File: src/mem_sys_macros.svh
`ifndef MEM_SYS_MACROS_SVH
`define MEM_SYS_MACROS_SVH

// bus widths
`define MEM_SYS_ADDR_W 13
`define MEM_SYS_DATA_W 32
`define MEM_SYS_STRB_W (`MEM_SYS_DATA_W / 8)

// word memory geometry
`define MEM_SYS_WORDS 1024
`define MEM_SYS_IDX_W 10

// region decode, bit 12 set means word memory
`define MEM_SYS_MEM_BIT 12
`define MEM_SYS_REG_BASE 13'h0000
`define MEM_SYS_MEM_BASE 13'h1000

// identification word, "MEM1" in ascii
`define MEM_SYS_ID 32'h4d45_4d31

`endif
File: src/mem_sys_pkg.sv
`include "mem_sys_macros.svh"

package mem_sys_pkg;

    typedef enum logic [1:0] {
        RESP_OKAY   = 2'b00,
        RESP_SLVERR = 2'b10
    } axil_resp_e;

    // master driven side of the axi4-lite port
    typedef struct packed {
        logic                         aw_valid;
        logic [`MEM_SYS_ADDR_W-1:0]   aw_addr;
        logic                         w_valid;
        logic [`MEM_SYS_DATA_W-1:0]   w_data;
        logic [`MEM_SYS_STRB_W-1:0]   w_strb;
        logic                         b_ready;
        logic                         ar_valid;
        logic [`MEM_SYS_ADDR_W-1:0]   ar_addr;
        logic                         r_ready;
    } axil_req_t;

    // slave driven side
    typedef struct packed {
        logic                         aw_ready;
        logic                         w_ready;
        logic                         b_valid;
        axil_resp_e                   b_resp;
        logic                         ar_ready;
        logic                         r_valid;
        logic [`MEM_SYS_DATA_W-1:0]   r_data;
        axil_resp_e                   r_resp;
    } axil_rsp_t;

    // one access towards the memory or the register block
    typedef struct packed {
        logic                         req;
        logic                         mem_sel;
        logic                         we;
        logic [`MEM_SYS_IDX_W-1:0]    idx;
        logic [`MEM_SYS_STRB_W-1:0]   be;
        logic [`MEM_SYS_DATA_W-1:0]   wdata;
    } mem_req_t;

    typedef enum logic [2:0] {
        IDLE,
        WRITE_ACCESS,
        READ_ACCESS,
        WRITE_RESP,
        READ_RESP
    } bridge_state_e;

    // register word offsets
    typedef enum logic [1:0] {
        CTRL     = 2'd0,
        WR_COUNT = 2'd1,
        RD_COUNT = 2'd2,
        ID       = 2'd3
    } reg_index_e;

endpackage

File: src/mem_ctrl_regs.sv
`timescale 1ns/1ns
`include "mem_sys_macros.svh"

module mem_ctrl_regs (
    input  logic                       clk,
    input  logic                       reset,
    input  mem_sys_pkg::mem_req_t      mem_req,
    output logic                       pause,
    output logic [`MEM_SYS_DATA_W-1:0] reg_rdata,
    output logic                       reg_err
);
    import mem_sys_pkg::*;

    logic [`MEM_SYS_DATA_W-1:0] wr_count;
    logic [`MEM_SYS_DATA_W-1:0] rd_count;

    reg_index_e reg_idx;
    logic       reg_wr;

    assign reg_idx = reg_index_e'(mem_req.idx[1:0]);

    // anything past ID is not a register
    assign reg_err = |mem_req.idx[`MEM_SYS_IDX_W-1:2];

    assign reg_wr = mem_req.req && !mem_req.mem_sel && mem_req.we && !reg_err;

    always_ff @(posedge clk) begin
        if (reset) begin
            pause    <= 1'b0;
            wr_count <= '0;
            rd_count <= '0;
        end else begin
            // only CTRL is writable, counters and ID ignore writes
            if (reg_wr && reg_idx == CTRL && mem_req.be[0]) begin
                pause <= mem_req.wdata[0];
            end
            // counters just wrap
            if (mem_req.req && mem_req.mem_sel) begin
                if (mem_req.we) begin
                    wr_count <= wr_count + 1'b1;
                end else begin
                    rd_count <= rd_count + 1'b1;
                end
            end
        end
    end

    always_comb begin
        reg_rdata = '0;
        if (!reg_err) begin
            case (reg_idx)
                CTRL:     reg_rdata = {{(`MEM_SYS_DATA_W-1){1'b0}}, pause};
                WR_COUNT: reg_rdata = wr_count;
                RD_COUNT: reg_rdata = rd_count;
                ID:       reg_rdata = `MEM_SYS_ID;
                default:  reg_rdata = '0;
            endcase
        end
    end

endmodule

File: config.mk
export PLATFORM = sky130hd
export DESIGN_NAME = mem_ctrl_regs
export DESIGN_NICKNAME = d
export VERILOG_FILES = /design/src/mem_sys_pkg.sv /design/src/mem_ctrl_regs.sv
export VERILOG_INCLUDE_DIRS = /design/src /design/src/src
export SDC_FILE = /design/constraint.sdc
export NUM_CORES = 1
export LEC_CHECK = 0
export BUFFER_PORTS_ARGS = -buffer_cell sky130_fd_sc_hd__buf_2
export CAP_MARGIN = 20
export CORE_MARGIN = 1.5
export CORE_UTILIZATION = 45
export DETAILED_ROUTE_END_ITERATION = 10
export PLACE_DENSITY = 0.69
export SLEW_MARGIN = 20
export SYNTH_ARGS = -nofsm -noshare
export SYNTH_HDL_FRONTEND = slang
export SYNTH_SLANG_ARGS = --single-unit
File: constraint.sdc
create_clock -name clk -period 2.3 [get_ports clk]
set_input_delay 0.115 -clock clk [delete_from_list [all_inputs] [get_ports clk]]
set_output_delay 0.115 -clock clk [all_outputs]
set_load 0.02 [all_outputs]
==> metrics, run 1 <==
TritonRoute pass-1 iters=5; max_cap viols=0; Mean Syn Cell Area=7.90 um2; hold buffer count at cts=0; NumNets Final=541; Finish-stage setup viols=0; Worst R2R Start=wr_count[4]; CP Capture Type=register; TritonCTS clock tree=done; critical path startpoint category=register; r2r endpoint=wr_count[31]; FF+latch count, synth=65; Routed WL=8390 um; Final Hold Vio Count=0; worst reg-to-reg path cell count=5; DR DRC count=0; Post-CTS Setup Bufs=0; post-route ant nets=0; Total GRT Usage=21.6%; Gates resized, CTS repair=0; post-synthesis sequential area ratio=37.8%; routed len/inst=14.2 um; Synth Flop Type=dfxtp_1; post-route clock skew=4.46 ps; DIE AREA=8190 um2; first-pass GRT wire length=14300 um; RSZ-0062 raised after global routing=no; global route total overflow=0; Worst VDD drop=0.233 mV; setup TNS=0 ps; post-synthesis cell type count=38; clock buffer depth=2; ratio of total power to cell area=511 nW/um2; Post-synth EDFFs=0; Critical Path RT=2570 ps; CTS Buf Count=9; crit path kind=reg2reg; effective utilization at floorplan=47.0%; Tot Pwr=2.04 mW; Worst-Margin Slew=710 ps; antenna violations before repair=0; Max-slew headroom=52.4%; placer congestion estimate=0.961; Fmax achieved=0.521 GHz; dpl hpwl=6160 um; Worst Path Arrival=2190 ps; Via density=5.48; pin count of the biggest net entering global routing=41; Synth Instances=436; final period utilization=83.5%; WHS Endpoint=pause; vias in the first global route=3013; hold depth=3; CTS clk-pin slew, worst paths=70 ps; root buf cell=clkbuf_8; drt initial violations=204; count of input and output buffers=50; max-slew violation count=0; area of the mapped netlist=3440 um2; Worst Hold Class=in2reg; hold_sp=mem_req[0]; worst-skew pair later-pin latency=350 ps; Vert. Die Dim=90.5 um; Tmin final=1920 ps; via count=3239; synth-to-layout area growth=15.9%; share of cells above drive strength 1=18.3%; DIE WIDTH=90.5 um; syn_nets=489; FP Rows=31; asr flop ratio synth=0%; synth warn=0; # IOs=85; outcome=finished clean; clk sinks=65; Leakage Power=1.50 nW; r2r setup slk=380 ps; worst-path maximum fanout=7; H-tree levels=3; Core Box Area=7330 um2; ant diodes=0
[layout make-up]
cell class                      instances  area (um2)
Clock buffer                           11         141
Clock inverter                          4        20.0
Fill cell                             679        3340
Inverter                                8        30.0
Multi-Input combinational cell        341        2030
Sequential cell                        65        1300
Tap cell                               99         124
Timing Repair Buffer                   63         348
[power breakdown]
group          total [mW]  switching, mW  internal [mW]
combinational      0.0849         0.0563         0.0285
clock               0.825          0.419          0.407
sequential           1.13        0.00381           1.13
total                2.04          0.479           1.56
[logic make-up (layout without fill, tap and decap cells)]
logic type,Yosys count,after routing,share of synthesized area [%]
buffers and inverters,30,86,3.38
and+or+nand+nor,223,223,33.6
DFF,65,65,37.8
xor gates and xnor gates,53,53,13.5
adders and majority gates,2,2,0.726
muxes,3,3,0.944
AOI/OAI and AO/OA,60,60,10.1
[state kept, by name (all words and copies together), names as in the netlist]
name      cells
rd_count     32
wr_count     32
pause         1
[through the flow]
step	cells	instance area, um2	util [%]	setup slack (ps)	hold WS, ps
2_1_floorplan	436	3440	-	659	262
3_3_place_gp	576	3830	52.2	438	363
3_5_place_dp	576	3830	52.3	372	382
4_1_cts	591	3990	54.5	343	12.9
5_1_grt	591	3990	54.5	173	77.9
6_report	591	3990	54.5	380	24.6
[worst max-delay path, cell delays in order (launching register included)]
cell and delay, ps:
dfxtp_1 420, nand4_1 270, nor2_2 380, nand4_2 230
or3_1 390, a21oi_1 150
[placed cells by master (no fill, tap or decap), types with 4 or more instances in the layout]
master	netlist	routed
buf_2	3	50
inv_1	8	8
xor2_1	38	38
nand2_1	41	41
nor4_1	7	7
clkinv_2	0	4
a22oi_1	18	18
nor3_1	4	4
nand3_1	18	18
and3_1	10	10
nand4_1	26	26
dfxtp_1	65	65
clkbuf_8	0	10
xnor2_1	15	15
buf_4	0	13
a21oi_1	21	21
or3_1	7	7
nor2_1	82	82
o21ai_0	20	20
[synth_stat cells, drive strengths merged (7+ instances only)]
cell type  count  area share (%)
dfxtp         65              38
xor2          38             9.7
nor4          10             2.9
xnor2         15             3.8
clkbuf        18             2.0
nand3         18             2.6
a21oi         21             3.1
inv            8            0.87
o21ai         20             2.9
a22oi         18             3.9
or3            7             1.3
nand4         29             6.1
nor2          83             9.1
nand2         41             4.5
and3          10             1.8
[worst max path at each step]
stage                 startpoint            to  slack, ps
floorplan           wr_count[12]  wr_count[31]        660
global placement     wr_count[4]  wr_count[31]        440
detailed placement   wr_count[4]  wr_count[31]        370
CTS                  wr_count[4]  wr_count[31]        340
global route         wr_count[4]  wr_count[31]        170
finish               wr_count[4]  wr_count[31]        380
[per-layer routing]
layer / vias to the layer above / global-route usage [%] / share of wire, %
met2: 71 / 32.4 / 45
met4: 0 / 10.2 / 2.8
met5: - / 0 / 0
li1: 1614 / - / -
met1: 1535 / 29.4 / 49
met3: 19 / 4.55 / 4.0
Power figures use the tool's default switching activity.
==> inputs of run 2 (changes only) <==
--- a/config.mk
+++ b/config.mk
@@ -6,12 +6,13 @@
 export SDC_FILE = /design/constraint.sdc
 export NUM_CORES = 1
 export LEC_CHECK = 0
+export ABC_AREA = 1
 export BUFFER_PORTS_ARGS = -buffer_cell sky130_fd_sc_hd__buf_2
 export CAP_MARGIN = 20
 export CORE_MARGIN = 1.5
 export CORE_UTILIZATION = 45
 export DETAILED_ROUTE_END_ITERATION = 10
-export PLACE_DENSITY = 0.69
+export PLACE_DENSITY = 0.68
 export SLEW_MARGIN = 20
 export SYNTH_ARGS = -nofsm -noshare
 export SYNTH_HDL_FRONTEND = slang
==> constraint.sdc (replaced) <==
create_clock -name clk -period 1.8 [get_ports clk]
set_input_delay 0.09 -clock clk [delete_from_list [all_inputs] [get_ports clk]]
set_output_delay 0.09 -clock clk [all_outputs]
set_load 0.02 [all_outputs]
==> run 2 against run 1 <==
Compared with the run above: synthesized cell count up 56%; via count up 37%; largest power group unchanged; die area up 17%; critical path type is now in2out; combinational power up 81%; utilization down 1.0 points; final cell count up 44%.
==> metrics, run 2 <==
Routed WL=11300 um (was 8390 um); CTS Buf Count=9 (unchanged); storage element area=1300 um2 (unchanged); most used routing layer=met2 (unchanged); FF+latch count, synth=65 (unchanged); Synth top area share=32.1% (was 37.8%); antenna violations before repair=0 (unchanged); Leakage Power=1.79 nW (was 1.50 nW); global-route met1 utilization=30.4% (was 29.4%); Critical Path RT=1710 ps (was 2570 ps); hold buffer count at cts=0 (unchanged); synth warn=0 (unchanged); r2r setup slk=170 ps (was 380 ps); Vert. Die Dim=97.9 um (was 90.5 um); effective utilization at floorplan=46.4% (was 47.0%); root buf cell=clkbuf_8 (unchanged); DIE WIDTH=97.9 um (was 90.5 um); # IOs=85 (unchanged); worst-path maximum fanout=12 (was 7); syn_nets=734 (was 489); drt initial violations=217 (was 204); Post-CTS Setup Bufs=0 (unchanged); TritonRoute pass-1 iters=5 (unchanged); asr flop ratio synth=0% (unchanged); post-route clock skew=8.56 ps (was 4.46 ps); Finish-stage setup viols=0 (unchanged); pin count of the biggest net entering global routing=45 (was 41); CP Capture Type=primary output (was register); Commonest cells post-synth=nand2_1 (179), nor2_1 (134), inv_1 (82) (was nor2_1 (82), dfxtp_1 (65), nand2_1 (41)); met2 Use GR=43.5% (was 32.4%); count of input and output buffers=50 (unchanged); H-tree levels=3 (unchanged); post-synthesis sequential area ratio=32.1% (was 37.8%); area of the mapped netlist=4050 um2 (was 3440 um2); dpl hpwl=8690 um (was 6160 um); clk sinks=65 (unchanged); post-route ant nets=0 (unchanged); DIE AREA=9580 um2 (was 8190 um2); r2r endpoint=rd_count[16] (was wr_count[31]); via count=4425 (was 3239); clock buffer depth=2 (unchanged); DR DRC count=0 (unchanged); global route total overflow=0 (unchanged); Core Box Area=8720 um2 (was 7330 um2); RSZ-0062 raised after global routing=no (unchanged); NumNets Final=790 (was 541); Fmax achieved=0.595 GHz; fillers=916 (was 679); outcome=finished clean (unchanged); Worst R2R Start=rd_count[0] (was wr_count[4]); post-synthesis cell type count=31 (was 38); ant diodes=0 (unchanged); Worst Hold Class=in2reg (unchanged); post-synth top area cell=dfxtp_1 (unchanged); Tmin final=1680 ps; worst setup path endpoint=reg_rdata[16] (was wr_count[31]); max_cap viols=0 (unchanged); leading cell type in the layout, fill and taps excluded=nand2_1 (was nor2_1); Critical path origin=mem_req[45] (was wr_count[4]); max-slew violation count=0 (unchanged); final period utilization=93.4%; Total GRT Usage=24.7% (was 21.6%); most frequent cells in the layout=nand2_1 (179), nor2_1 (129), inv_1 (81), dfxtp_1 (65), a21oi_1 (56) (was nor2_1 (82), dfxtp_1 (65), buf_2 (50), nand2_1 (41), xor2_1 (38)); Final Hold Vio Count=0 (unchanged); Mean Syn Cell Area=5.95 um2 (was 7.90 um2); setup TNS=0 ps (unchanged); Worst Path Arrival=1590 ps (was 2190 ps); critical path startpoint category=input port (was register); share of cells above drive strength 1=13.0% (was 18.3%); placer congestion estimate=0.902 (was 0.961); Gates resized, CTS repair=0 (unchanged); first-pass GRT wire length=19200 um (was 14300 um); Worst-Margin Slew=457 ps (was 710 ps); vias in the first global route=4186 (was 3013); largest cells by area after synthesis=dfxtp_1 (32%), nand2_1 (17%), nor2_1 (12%), inv_1 (7.6%), a21oi_1 (6.9%) (was dfxtp_1 (38%), xor2_1 (9.7%), nor2_1 (8.9%), nand4_1 (4.7%), nand2_1 (4.5%)); Max-slew headroom=69.5% (was 52.4%); CTS clk-pin slew, worst paths=70 ps (about the same); worst reg-to-reg path cell count=8 (was 5); Via density=5.21 (was 5.48); FP Rows=34 (was 31); routed len/inst=13.3 um (was 14.2 um); worst-skew pair later-pin latency=340 ps (was 350 ps); Synth Flop Type=dfxtp_1 (unchanged); grt met3 use=4.37% (was 4.55%); synth-to-layout area growth=15.1% (was 15.9%); Worst VDD drop=0.424 mV (was 0.233 mV); Synth Instances=681 (was 436); Largest regs=rd_count x32, wr_count x32, pause x1 (unchanged); TritonCTS clock tree=done (unchanged); Tot Pwr=2.84 mW (was 2.04 mW); cell with the most instances after synthesis=nand2_1 (was nor2_1); Post-synth EDFFs=0 (unchanged); ratio of total power to cell area=609 nW/um2 (was 511 nW/um2); area occupied by multi-input gates=2370 um2 (was 2030 um2); crit path kind=in2out (was reg2reg)
[run 2: cell types whose count changed after synthesis, sizes merged, moves of 34 or more]
| cell | delta |
|---|---|
| a21oi | +35 |
| inv | +74 |
| nand2 | +139 |
| nand3 | +39 |
| nor2 | +59 |
| xor2 | -34 |
[run 2: layout make-up]
| cell class | count | area share [%] |
|---|---|---|
| repair buffers | 62 | 7.30 |
| multi-input cells | 516 | 50.9 |
| clock inverters | 3 | 0.859 |
| well taps | 108 | 2.90 |
| clock buffers | 12 | 3.33 |
| inverters | 82 | 6.68 |
| repair inverters | 1 | 0.107 |
| flip-flops and latches | 65 | 27.9 |
[run 2: how the worst min path moves through the flow]
stage / to / from / cells after the start / slack [ps]
final: pause / mem_req[0] / 4 / 70
after CTS: pause / mem_req[0] / 4 / 70
after detailed placement: pause / mem_req[0] / 4 / 430
after floorplan: rd_count[2] / reset / 2 / 240
after global placement: pause / mem_req[0] / 4 / 410
after global routing: pause / mem_req[0] / 4 / 90
[run 2: cells by family after synthesis]
kind of cell | count (synthesis) | synth area share (%)
simple gates | 407 | 42.6
flops | 65 | 32.1
fa+ha+maj | 2 | 0.618
buf+inv | 100 | 9.58
compound gates | 101 | 13.7
xor+xnor | 6 | 1.30
[run 2: report_power, final]
| group | total, mW | switching, mW | internal, mW |
|---|---|---|---|
| logic | 0.154 | 0.103 | 0.0510 |
| registers | 1.45 | 0.00399 | 1.44 |
| clock network | 1.24 | 0.535 | 0.703 |
[run 2: per-stage QoR]
| step | instance area [um2] | setup slack (ps) | utilization [%] | hold WS (ps) | cells |
|---|---|---|---|---|---|
| 6_report | 4660 | 119 | 53.5 | 74.7 | 849 |
| 5_1_grt | 4660 | 6.76 | 53.5 | 87.0 | 849 |
| 4_1_cts | 4640 | 125 | 53.2 | 65.5 | 848 |
| 3_5_place_dp | 4450 | 128 | 51.0 | 426 | 833 |
| 3_3_place_gp | 4450 | 171 | 51.0 | 405 | 833 |
| 2_1_floorplan | 4050 | 384 | - | 245 | 681 |
[run 2: worst max-delay path: stages]
cell and delay, ps:
buf_2 100, nor2_1 100, nand2_1 70, nor2_2 290, clkinvlp_4 300, a211oi_1 400, buf_2 240
[run 2: per-layer routing]
| layer | up-vias | share of wire, % |
|---|---|---|
| met5 | - | 0 |
| met1 | 2016 | 44 |
| met3 | 16 | 4.2 |
| li1 | 2293 | - |
| met4 | 0 | 1.3 |
| met2 | 100 | 50 |
