## src/mem_sys_macros.svh

```systemverilog
`ifndef MEM_SYS_MACROS_SVH
`define MEM_SYS_MACROS_SVH

// bus widths
`define MEM_SYS_ADDR_W 13
`define MEM_SYS_DATA_W 32
`define MEM_SYS_STRB_W (`MEM_SYS_DATA_W / 8)

// word memory geometry
`define MEM_SYS_WORDS 1024
`define MEM_SYS_IDX_W 10

// region decode, bit 12 set means word memory
`define MEM_SYS_MEM_BIT 12
`define MEM_SYS_REG_BASE 13'h0000
`define MEM_SYS_MEM_BASE 13'h1000

// identification word, "MEM1" in ascii
`define MEM_SYS_ID 32'h4d45_4d31

`endif
```

## src/mem_sys_pkg.sv

```systemverilog
`include "mem_sys_macros.svh"

package mem_sys_pkg;

    typedef enum logic [1:0] {
        RESP_OKAY   = 2'b00,
        RESP_SLVERR = 2'b10
    } axil_resp_e;

    // master driven side of the axi4-lite port
    typedef struct packed {
        logic                         aw_valid;
        logic [`MEM_SYS_ADDR_W-1:0]   aw_addr;
        logic                         w_valid;
        logic [`MEM_SYS_DATA_W-1:0]   w_data;
        logic [`MEM_SYS_STRB_W-1:0]   w_strb;
        logic                         b_ready;
        logic                         ar_valid;
        logic [`MEM_SYS_ADDR_W-1:0]   ar_addr;
        logic                         r_ready;
    } axil_req_t;

    // slave driven side
    typedef struct packed {
        logic                         aw_ready;
        logic                         w_ready;
        logic                         b_valid;
        axil_resp_e                   b_resp;
        logic                         ar_ready;
        logic                         r_valid;
        logic [`MEM_SYS_DATA_W-1:0]   r_data;
        axil_resp_e                   r_resp;
    } axil_rsp_t;

    // one access towards the memory or the register block
    typedef struct packed {
        logic                         req;
        logic                         mem_sel;
        logic                         we;
        logic [`MEM_SYS_IDX_W-1:0]    idx;
        logic [`MEM_SYS_STRB_W-1:0]   be;
        logic [`MEM_SYS_DATA_W-1:0]   wdata;
    } mem_req_t;

    typedef enum logic [2:0] {
        IDLE,
        WRITE_ACCESS,
        READ_ACCESS,
        WRITE_RESP,
        READ_RESP
    } bridge_state_e;

    // register word offsets
    typedef enum logic [1:0] {
        CTRL     = 2'd0,
        WR_COUNT = 2'd1,
        RD_COUNT = 2'd2,
        ID       = 2'd3
    } reg_index_e;

endpackage

```

## src/axil_to_mem.sv

```systemverilog
`timescale 1ns/1ns
`include "mem_sys_macros.svh"

module axil_to_mem (
    input  logic                       clk,
    input  logic                       reset,

    input  mem_sys_pkg::axil_req_t     axil_req,
    output mem_sys_pkg::axil_rsp_t     axil_rsp,

    input  logic                       pause,

    output mem_sys_pkg::mem_req_t      mem_req,
    input  logic [`MEM_SYS_DATA_W-1:0] mem_rdata,
    input  logic [`MEM_SYS_DATA_W-1:0] reg_rdata,
    input  logic                       reg_err
);
    import mem_sys_pkg::*;

    bridge_state_e state;
    logic          issued;

    logic                       wr_ok;
    logic                       rd_ok;
    logic                       wr_accept;
    logic                       rd_accept;

    // captured request
    logic                       mem_sel_q;
    logic [`MEM_SYS_IDX_W-1:0]  idx_q;
    logic [`MEM_SYS_STRB_W-1:0] strb_q;
    logic [`MEM_SYS_DATA_W-1:0] wdata_q;

    // captured response
    axil_resp_e                 resp_q;
    logic [`MEM_SYS_DATA_W-1:0] rdata_q;

    // memory region stays closed while paused, registers never do
    assign wr_ok = axil_req.aw_valid && axil_req.w_valid &&
                   !(axil_req.aw_addr[`MEM_SYS_MEM_BIT] && pause);
    assign rd_ok = axil_req.ar_valid &&
                   !(axil_req.ar_addr[`MEM_SYS_MEM_BIT] && pause);

    // write wins when both can go
    assign wr_accept = (state == IDLE) && wr_ok;
    assign rd_accept = (state == IDLE) && rd_ok && !wr_accept;

    always_ff @(posedge clk) begin
        if (reset) begin
            state  <= IDLE;
            issued <= 1'b0;
        end else begin
            case (state)
                IDLE: begin
                    if (wr_accept) begin
                        state <= WRITE_ACCESS;
                    end else if (rd_accept) begin
                        state <= READ_ACCESS;
                    end
                end
                WRITE_ACCESS: begin
                    state <= WRITE_RESP;
                end
                READ_ACCESS: begin
                    // first cycle issues, second cycle takes the data
                    if (issued) begin
                        issued <= 1'b0;
                        state  <= READ_RESP;
                    end else begin
                        issued <= 1'b1;
                    end
                end
                WRITE_RESP: begin
                    if (axil_req.b_ready) begin
                        state <= IDLE;
                    end
                end
                READ_RESP: begin
                    if (axil_req.r_ready) begin
                        state <= IDLE;
                    end
                end
                default: begin
                    state <= IDLE;
                end
            endcase
        end
    end

    always_ff @(posedge clk) begin
        if (wr_accept) begin
            mem_sel_q <= axil_req.aw_addr[`MEM_SYS_MEM_BIT];
            idx_q     <= axil_req.aw_addr[`MEM_SYS_IDX_W+1:2];
            strb_q    <= axil_req.w_strb;
            wdata_q   <= axil_req.w_data;
        end else if (rd_accept) begin
            mem_sel_q <= axil_req.ar_addr[`MEM_SYS_MEM_BIT];
            idx_q     <= axil_req.ar_addr[`MEM_SYS_IDX_W+1:2];
            strb_q    <= '0;
        end

        if (state == WRITE_ACCESS) begin
            resp_q <= (!mem_sel_q && reg_err) ? RESP_SLVERR : RESP_OKAY;
        end else if (state == READ_ACCESS && issued) begin
            resp_q  <= (!mem_sel_q && reg_err) ? RESP_SLVERR : RESP_OKAY;
            rdata_q <= mem_sel_q ? mem_rdata : reg_rdata;
        end
    end

    // single request per transaction, fields stay put until the next one
    always_comb begin
        mem_req.req     = (state == WRITE_ACCESS) || (state == READ_ACCESS && !issued);
        mem_req.mem_sel = mem_sel_q;
        mem_req.we      = (state == WRITE_ACCESS);
        mem_req.idx     = idx_q;
        mem_req.be      = strb_q;
        mem_req.wdata   = wdata_q;
    end

    always_comb begin
        axil_rsp.aw_ready = wr_accept;
        axil_rsp.w_ready  = wr_accept;
        axil_rsp.b_valid  = (state == WRITE_RESP);
        axil_rsp.b_resp   = resp_q;
        axil_rsp.ar_ready = rd_accept;
        axil_rsp.r_valid  = (state == READ_RESP);
        axil_rsp.r_data   = rdata_q;
        axil_rsp.r_resp   = resp_q;
    end

endmodule

```

## config.mk

```make
export PLATFORM = sky130hd
export DESIGN_NAME = axil_to_mem
export DESIGN_NICKNAME = d
export VERILOG_FILES = /design/src/mem_sys_pkg.sv /design/src/axil_to_mem.sv
export VERILOG_INCLUDE_DIRS = /design/src /design/src/src
export SDC_FILE = /design/constraint.sdc
export NUM_CORES = 1
export LEC_CHECK = 0
export BUFFER_PORTS_ARGS = -buffer_cell sky130_fd_sc_hd__clkbuf_2
export CAP_MARGIN = 0
export CORE_MARGIN = 5
export CORE_UTILIZATION = 46
export CTS_BUF_LIST = sky130_fd_sc_hd__clkbuf_8
export DETAILED_ROUTE_END_ITERATION = 8
export HOLD_SLACK_MARGIN = 0.05
export PLACE_DENSITY = 0.89
export SLEW_MARGIN = 15
export SYNTH_ARGS = -nofsm -noshare
export SYNTH_HDL_FRONTEND = slang
export SYNTH_SLANG_ARGS = --single-unit
```

## constraint.sdc

```tcl
create_clock -name clk -period 11.71 [get_ports clk]
set_clock_uncertainty 0.15 [all_clocks]
set_input_delay 2.342 -clock clk [delete_from_list [all_inputs] [get_ports clk]]
set_output_delay 2.342 -clock clk [all_outputs]
set_load 0.005 [all_outputs]
```

==> parameters.txt, run 1 <==
Parameter                              Value

Critical path
  Cell breakdown of the critical path    clkbuf_2 > and2_1 > or3_4 > inv_1 > clkbuf_2
  Library cell contributing the largest single delay on the critical path    or3_4
  Delay of the slowest cell on the worst path    0.49 ns
  Largest fanout of any net on the critical path    12
  Buffers and inverters on the worst path    3
  CP delay by family, top    simple AND/OR/NAND/NOR gates
  Type of the worst setup path    input pin to primary output
  Crit path launch type    input pin
  Sort of element at the end of the critical path    primary output
  Crit-path most repeated cell    clkbuf_2
  Data arrival time of the critical path    3.39 ns
  Required time reported for the critical path endpoint    9.22 ns

Detailed routing
  Ratio of routed vias to standard cells    4.568
  Post-DR wirelength/cell    16.32 um
  Total via count after detailed routing    2,307
  DRC violation total after the first TritonRoute iteration    62
  Number of iterations in the first detailed-routing pass    4
  Remaining design rule violation count    0
  Total length of routed wires    8242 um
  Antenna violation net count after detailed routing    0

GRT
  First-pass GRT wire length    11,450 um
  Number of antenna violations at the first check in global routing    0
  Total global-route track usage    17.13%
  Via count of the first global-routing pass    2,327
  Global route overflow    0
  Maximum number of pins on one net before global-route repair    37

Clock network
  # clock sinks    84
  Worst-path clk slew    0.07 ns
  Max clock buf depth    2
  Number of buffers inserted to repair setup after CTS    0
  Number of cells upsized or downsized after cts    0
  Number of hold buffers added after CTS    0
  Number of H-tree levels    3
  Later-pin clock latency in the skew report    0.33 ns
  Clock tree from TritonCTS    yes
  Total CTS buffers    9
  Root buffer selected by CTS    clkbuf_8

Die
  Die area    0.009067 mm^2
  DIE WIDTH    95.22 um
  Floorplan core area    0.007176 mm^2
  Initial Utilization    46.56%
  Die Ht    95.22 um
  Total number of placement rows    31
  Number of top-level pins    225

Timing
  Slew Limit Headroom    50.34%
  Hold slack    0.4552 ns
  Slew at the pin with the worst max-slew slack    0.7441 ns
  Setup repair after global routing missed its margin    no
  Min Tclk post-route    5.885 ns
  Total Negative Setup Slacks    0 ns
  Total count of max-transition violations in the final report    0
  Smallest setup slack after layout    5.825 ns
  Highest attainable clock frequency    169.9 MHz
  Part of the cycle the worst path needs    50.26%
  Endpoints failing hold    0
  Final setup fails    0

Hold path
  Path type of the worst min-delay path    flop to flop

Layout
  Multi-input gate area in the final layout    774.5 um^2
  Area growth from synthesis to layout    41.91%
  Final layout net count    536
  Fraction of layout cells with a size suffix above 1    69.70%
  Reg area    0.002482 mm^2
  Filler-free cell count of the finished design    505
  Number of antenna diodes    0
  Most common library cell in the layout ignoring fill and taps    clkbuf_2
  Filler Cells Inserted    531
  Commonest non-fill, non-tap cells in the layout    clkbuf_2, edfxtp_1, mux2_2, mux2_4, clkbuf_8

Synth
  Synth Cell Area    0.003341 mm^2
  Number of flops mapped to enable cells by yosys    80
  Syn Area/Cell    18.26 um^2
  FF+latch count, synth    84
  Area contributors post-synth    edfxtp_1, mux2_2, mux2_4
  Sequential-to-total area share from yosys stat    74.31%
  Number of different library cells in the post-synthesis netlist    29
  Area fraction of the dominant cell type after synthesis    71.91%
  Post-synthesis async set-or-reset flop share    0%
  Most instantiated flip-flop cell in the synthesis netlist    edfxtp_1
  Yosys top cell by area    edfxtp_1
  Yosys Warn Count    0
  Synth Instances    183

Power
  P_sw    143.4 uW
  Internal power summed over all cells    541.6 uW
  Part of the total power dissipated in combinational logic    12.5%
  Total power consumption of the routed design    685.0 uW
  Sequential cell fraction of total power    52.4%
  Net switching fraction of the power    20.93%
  Static power due to leakage    0.002134 uW
  Areal power density over the cells    144.5 mW/mm^2
  Peak ir drop on the vdd network    0.07738 mV
  Clock Power Share    35.0%

Status
  Status    completed

Place
  Post-detailed-placement half-perimeter wirelength    6746 um
  RePlAce Congestion    0.7255
  Post-placement cell count    489
  Port Buffers    218
  Post-Place Worst Slack    5.816 ns

Job
  Number of max-capacitance violations reported    0
-- Yosys cell counts, types with 2 or more instances --
master    count
nand3_1       2
and2_1        5
edfxtp_1     80
buf_6         2
or3_4         2
dfxtp_1       4
clkbuf_1      6
nor3b_1       2
mux2_4        9
a21oi_1       3
buf_4         7
nor3_1        2
inv_1         2
mux2_2       34
nand2_1       4
nor2_1        6
-- metrics by stage --
stage                     util [%]  cell area (um^2)
final                        66.07              4741
after floorplan                  -              3344
after CTS                    66.03              4738
after global placement       62.70              4499
after detailed placement     62.70              4499
after global routing         66.07              4741
-- final cells by class --
class	instances	share of cell area (%)
repair buffers	221	23.49
multi-input cells	83	16.34
inverters	2	0.1584
clock buffers	9	2.613
well taps	99	2.613
flip-flops and latches	84	52.36
clock inverters	7	2.428
-- cell families after synthesis --
group / after synthesis / synth area share [%]
DFF: 84 / 74.31
muxes: 43 / 15.51
AOI/OAI and AO/OA: 7 / 1.349
and+or+nand+nor: 30 / 5.319
other: 1 / 0.1123
buffers and inverters: 17 / 3.146
xor gates and xnor gates: 1 / 0.2622
-- worst paths after layout --
kind	from	end	slack, ns	cells after the start
min reg2reg	issued	issued	0.46	2
min	issued	issued	0.46	2
max	pause	axil_rsp[39]	5.82	5
max reg2reg	state[0]	wdata_q[21]	9.31	4
-- layer usage --
layer | global-route usage, % | wire [um] | vias to the layer above
met3 | 5.683 | 889 | 11
met2 | 32.42 | 4516 | 119
li1 | - | - | 1121
met5 | 0 | 0 | -
met4 | 6.851 | 144 | 0
met1 | 16.97 | 2691 | 1056
-- registers in the layout, summed over array words and instances (netlist names) --
signal / flops
idx_q: 10
issued: 1
mem_sel_q: 1
rdata_q: 32
resp_q: 1
state: 3
strb_q: 4
wdata_q: 32
-- power by group through the flow --
stage / logic (uW) / clock network, uW / registers (uW)
after floorplan: 43.1 / 0 / 366
after global placement: 84.2 / 0 / 365
after detailed placement: 87.2 / 0 / 366
after CTS: 87.4 / 245 / 359
after global routing: 94.2 / 258 / 361
final: 86.0 / 240 / 359
-- worst register-to-register path, cell delays in order (launching register included) --
cell and delay [ns]:
dfxtp_1 0.44, or3_4 0.45, or3_4 0.45, inv_1 0.17, buf_4 0.40
Power figures use the tool's default switching activity.
==> run 2, diff against run 1 <==
ABC_AREA = 1   (was not set)
CORE_UTILIZATION = 39   (was 46)
PLACE_DENSITY = 0.81   (was 0.89)
clock period = 4.8 ns   (was 11.71 ns; I/O delays follow)
==> run 2 against run 1 <==
Total power rose to 2.6 times the previous value. Combinational power rose to 4.7 times the previous value. Critical path depth rose by 1. Synthesized area barely moved. Worst setup slack got worse by 4.0 ns. Register-to-register slack got worse by 6.6 ns. Routed wire length rose by 0.93%. Flip-flop and latch count did not move. Via count rose by 7.4%. Largest power group unchanged. Highest routed layer unchanged.
==> parameters.txt, run 2 <==
Parameter                              Value

Status
  Status    completed

Timing
  Endpoints failing hold    0
  Slew Limit Headroom    59.27%
  Hold slack    0.3318 ns
  Part of the cycle the worst path needs    61.27%
  Final setup fails    0
  Min Tclk post-route    2.941 ns
  Total count of max-transition violations in the final report    0
  Highest attainable clock frequency    340.0 MHz
  Total Negative Setup Slacks    0 ns
  Slew at the pin with the worst max-slew slack    0.6095 ns
  Setup repair after global routing missed its margin    no

Layout
  Reg area    0.002482 mm^2
  Biggest registers after layout    rdata_q x32, wdata_q x32, idx_q x10
  Most common library cell in the layout ignoring fill and taps    clkbuf_2
  Commonest non-fill, non-tap cells in the layout    clkbuf_2, edfxtp_1, nand2_1, mux2_2, inv_1
  Number of antenna diodes    0
  Area growth from synthesis to layout    39.69%
  Fraction of layout cells with a size suffix above 1    62.98%
  Multi-input gate area in the final layout    709.4 um^2
  Final layout net count    574
  Filler Cells Inserted    706

Critical path
  Crit path launch type    input pin
  Largest fanout of any net on the critical path    18
  Required time reported for the critical path endpoint    3.69 ns
  Cell breakdown of the critical path    clkbuf_2 > nand2_1 > nand4_4 > clkinv_2 > nor2_1 > clkbuf_2
  Crit-path most repeated cell    clkbuf_2
  Library cell contributing the largest single delay on the critical path    nand4_4
  Sort of element at the end of the critical path    primary output
  Delay of the slowest cell on the worst path    0.22 ns
  Worst R2R Path Depth    4
  Type of the worst setup path    input pin to primary output
  Data arrival time of the critical path    1.83 ns

Synth
  Number of flops mapped to enable cells by yosys    80
  Area fraction of the dominant cell type after synthesis    71.96%
  Post-synthesis async set-or-reset flop share    0%
  Synth top cells by count    edfxtp_1, nand2_1, mux2_2
  Yosys Warn Count    0
  Syn Area/Cell    15.24 um^2
  Most instantiated flip-flop cell in the synthesis netlist    edfxtp_1
  FF+latch count, synth    84
  Area contributors post-synth    edfxtp_1, mux2_2, nand2_1
  Sequential-to-total area share from yosys stat    74.36%
  Yosys top cell by area    edfxtp_1
  Number of different library cells in the post-synthesis netlist    19
  Synth Instances    219
  Library cell with the highest instance count after synthesis    edfxtp_1
  Synth Cell Area    0.003338 mm^2

GRT
  Global route overflow    0
  First-pass GRT wire length    11,890 um
  Via count of the first global-routing pass    2,476
  Number of antenna violations at the first check in global routing    0
  Total global-route track usage    15.14%
  Maximum number of pins on one net before global-route repair    39

Clock network
  Clock tree from TritonCTS    yes
  Root buffer selected by CTS    clkbuf_8
  Number of cells upsized or downsized after cts    0
  Number of buffers inserted to repair setup after CTS    0
  # clock sinks    84
  Later-pin clock latency in the skew report    0.33 ns
  Worst-path clk slew    0.08 ns
  Number of H-tree levels    3
  Max clock buf depth    2
  Total CTS buffers    9
  Number of hold buffers added after CTS    0

Die
  Initial Utilization    40.42%
  Floorplan core area    0.008258 mm^2
  DIE WIDTH    102.5 um
  Die Ht    102.5 um
  Number of top-level pins    225
  Die area    0.01051 mm^2
  Total number of placement rows    33

Detailed routing
  DRC violation total after the first TritonRoute iteration    99
  Total length of routed wires    8319 um
  Number of iterations in the first detailed-routing pass    4
  Ratio of routed vias to standard cells    4.522
  Total via count after detailed routing    2,478
  Antenna violation net count after detailed routing    0
  Post-DR wirelength/cell    15.18 um
  Remaining design rule violation count    0

Power
  Peak ir drop on the vdd network    0.2007 mV
  Static power due to leakage    0.002177 uW
  Areal power density over the cells    386.7 mW/mm^2

Place
  RePlAce Congestion    0.8087
  Port Buffers    218
  Post-detailed-placement half-perimeter wirelength    6844 um

Job
  Number of max-capacitance violations reported    0

Hold path
  Path type of the worst min-delay path    flop to flop
  Cells on Worst Hold Path    2
-- run 2: final cells by class --
class,count,area share (%)
clock buffers,9,2.656
clock inverters,6,0.8854
inverters,16,1.315
multi-input cells,107,15.21
flip-flops and latches,84,53.23
well taps,105,2.817
repair buffers,221,23.88
-- run 2: path summary, 6_finish.rpt --
kind | slack, ns | from | to
setup / recovery | 1.86 | pause | axil_rsp[35]
hold / removal | 0.33 | issued | issued
setup reg to reg | 2.68 | state[0] | wdata_q[20]
hold reg to reg | 0.33 | issued | issued
-- run 2: metrics by stage --
| stage | instances | worst slack, ns | power, uW | util (%) | area, um^2 |
|---|---|---|---|---|---|
| 4_1_cts | 548 | 1.840 | 1829 | 56.47 | 4663 |
| 2_1_floorplan | 220 | 1.916 | 1216 | - | 3342 |
| 3_3_place_gp | 533 | 1.837 | 1383 | 54.47 | 4498 |
| 6_report | 548 | 1.859 | 1803 | 56.47 | 4663 |
| 3_5_place_dp | 533 | 1.842 | 1402 | 54.47 | 4498 |
| 5_1_grt | 548 | 1.743 | 1910 | 56.47 | 4663 |
-- run 2: metal layers --
layer | up-vias | part of all wire [%] | global-route usage, % | wire length [um]
li1 | 1206 | - | - | -
met1 | 1129 | 34 | 15.78 | 2837
met2 | 132 | 55 | 28.85 | 4615
met3 | 11 | 8.7 | 3.518 | 722
met4 | 0 | 1.7 | 6.357 | 144
met5 | - | 0 | 0 | 0
-- run 2: logic make-up after synthesis --
family,Yosys count,share of synthesized area (%)
flip-flops,84,74.36
AND/OR/NAND/NOR,69,9.558
multiplexers,32,10.79
buffers and inverters,29,4.572
AO/OA/AOI/OAI,4,0.5994
other,1,0.1123
-- run 2: worst max-delay path, delay by kind of cell --
family | cells | cell delay [ns]
buffers and inverters | 3 | 0.42
AND/OR/NAND/NOR | 3 | 0.45
-- run 2: power by group --
part / internal, uW / total (uW) / switching (uW)
registers: 935 / 974 / 38.8
clock network: 185 / 429 / 244
logic: 187 / 400 / 213
==> run 3, diff against run 2 <==
ABC_AREA = 0   (was 1)
clock period = 2.54 ns   (was 4.8 ns; I/O delays follow)
==> run 3 against run 2 <==
Via count decreased by 6.6%. Die area is essentially flat. Critical path depth is 2 lower. Combinational power rose by 4%. Routed wire length shrank 4.2%. Sequential power rose by 68%. Clock power grew 110%. Flip-flop and latch count unchanged. Sequential share of layout area decreased by 0.87 points. Worst setup slack worse by 1.7 ns. Critical path type is now flop to primary output.
==> parameters.txt, run 3 (synthesis gave the netlist of run 1 again) <==
Parameter                              Value

Status
  Status    completed

Timing
  Endpoints failing hold    0
  Setup repair after global routing missed its margin    no
  Final setup fails    0
  Min Tclk post-route    2.393 ns
  Highest attainable clock frequency    418.0 MHz
  Part of the cycle the worst path needs    94.19%
  Total count of max-transition violations in the final report    0
  Total Negative Setup Slacks    0 ns

Critical path
  Type of the worst setup path    flop to primary output
  Sort of element at the end of the critical path    primary output
  Crit path launch type    flop
  Crit-path most repeated cell    or3_4
  Data arrival time of the critical path    1.73 ns
  Critical Path Source    state[2]
  Reg2Reg Launch Point    state[2]
  Library cell contributing the largest single delay on the critical path    or3_4
  Delay of the slowest cell on the worst path    0.42 ns
  Largest fanout of any net on the critical path    9
  Required time reported for the critical path endpoint    1.88 ns
  Cell breakdown of the critical path    or3_4 > or3_4 > clkinvlp_4 > clkbuf_2

Die
  Die area    0.01052 mm^2
  Number of top-level pins    225
  DIE WIDTH    102.6 um
  Floorplan core area    0.008299 mm^2
  Initial Utilization    40.25%
  Die Ht    102.6 um
  Total number of placement rows    33

Clock network
  Number of H-tree levels    3
  Worst-path clk slew    0.10 ns
  Clock tree from TritonCTS    yes
  # clock sinks    84
  Later-pin clock latency in the skew report    0.34 ns
  Max clock buf depth    2
  Root buffer selected by CTS    clkbuf_8
  Total CTS buffers    9

Place
  RePlAce Congestion    0.7188
  Instance area at placement    0.004541 mm^2
  Post-detailed-placement half-perimeter wirelength    6493 um
  Port Buffers    218

Job
  Number of max-capacitance violations reported    0

Power
  Peak ir drop on the vdd network    0.2590 mV
  Static power due to leakage    0.002117 uW
  Areal power density over the cells    623.4 mW/mm^2

Layout
  Commonest non-fill, non-tap cells in the layout    clkbuf_2, edfxtp_1, mux2_2, mux2_4, clkbuf_8
  Number of antenna diodes    0
  Most common library cell in the layout ignoring fill and taps    clkbuf_2
  Fraction of layout cells with a size suffix above 1    70.80%
  Biggest registers after layout    rdata_q x32, wdata_q x32, idx_q x10
  Final layout net count    541
  Post-route standard cell area excluding fillers    0.004743 mm^2
  Area growth from synthesis to layout    41.99%

Detailed routing
  Ratio of routed vias to standard cells    4.484
  Remaining design rule violation count    0
  DRC violation total after the first TritonRoute iteration    59
  Number of iterations in the first detailed-routing pass    6
  Total via count after detailed routing    2,314
  Total length of routed wires    7967 um
  Antenna violation net count after detailed routing    0
  Post-DR wirelength/cell    15.44 um

GRT
  Total global-route track usage    14.12%
  Global route overflow    0
  Via count of the first global-routing pass    2,369
  Maximum number of pins on one net before global-route repair    34
  First-pass GRT wire length    11,180 um
  Number of antenna violations at the first check in global routing    0

Hold path
  Startpoint of the lowest-slack hold path    axil_req[30]
  Path type of the worst min-delay path    input pin to flop
-- run 3: changes by cell type in the layout (fill, tap and decap cells not counted), moves of 5 or more --
cell	change
and2_1	+5
buf_4	+5
inv_1	-14
mux2_4	+9
nand2_1	-34
nand2_2	-8
nand3_1	-5
nor2_1	-6
-- run 3: what timing repair did --
| item | 4_1_cts | 5_1_grt |
|---|---|---|
| setup endpoints to repair | 2 | 2 |
| gates resized for setup | 0 | 1 |
| hold buffers | 0 | 0 |
| buffers inserted | 1 | 0 |
| pin swaps | 1 | 0 |
-- run 3: final timing paths --
check,to,slack (ns),cells past startpoint
min reg2reg,issued,0.45,2
min,wdata_q[10],0.18,1
max reg2reg,idx_q[5],0.47,4
max,axil_rsp[40],0.15,4
-- run 3: cell type report --
type | count | area (um^2)
Timing Repair Buffer | 226 | 1151
Inverter | 2 | 11.26
Multi-Input combinational cell | 83 | 772.0
Sequential cell | 84 | 2484
Clock buffer | 9 | 123.9
Fill cell | 703 | 3556
Tap cell | 105 | 131.4
Clock inverter | 7 | 70.07
-- run 3: stage by stage --
step	std cells	worst slack [ns]	total power [uW]	utilization, %	hold slack (ns)
6_report	516	0.1475	2957	57.15	0.1791
5_1_grt	516	0.06057	3101	57.15	0.1412
4_1_cts	516	0.05249	3000	57.14	0.1561
3_5_place_dp	499	0.3311	2099	54.71	0.4302
3_3_place_gp	499	0.3446	2080	54.71	0.4143
2_1_floorplan	184	0.04638	1889	-	0.3914
-- run 3: worst max-delay path: cells and delay by family, from the launching register on --
family / cells / cell delay [ns]
buffers and inverters: 2 / 0.24
flip-flops: 1 / 0.38
AND/OR/NAND/NOR: 2 / 0.78
-- run 3: report_power, final --
group	internal, uW	switching (uW)	total [uW]
logic	235	181	416
registers	1620	25.1	1640
clock network	380	517	897
-- run 3: per-layer routing --
layer	share of wire (%)	global-route usage [%]	vias to the layer above
met5	0	0	-
met4	1.0	4.541	0
met3	9.7	4.398	9
met2	53	26.42	119
met1	36	15.02	1056
li1	-	-	1130
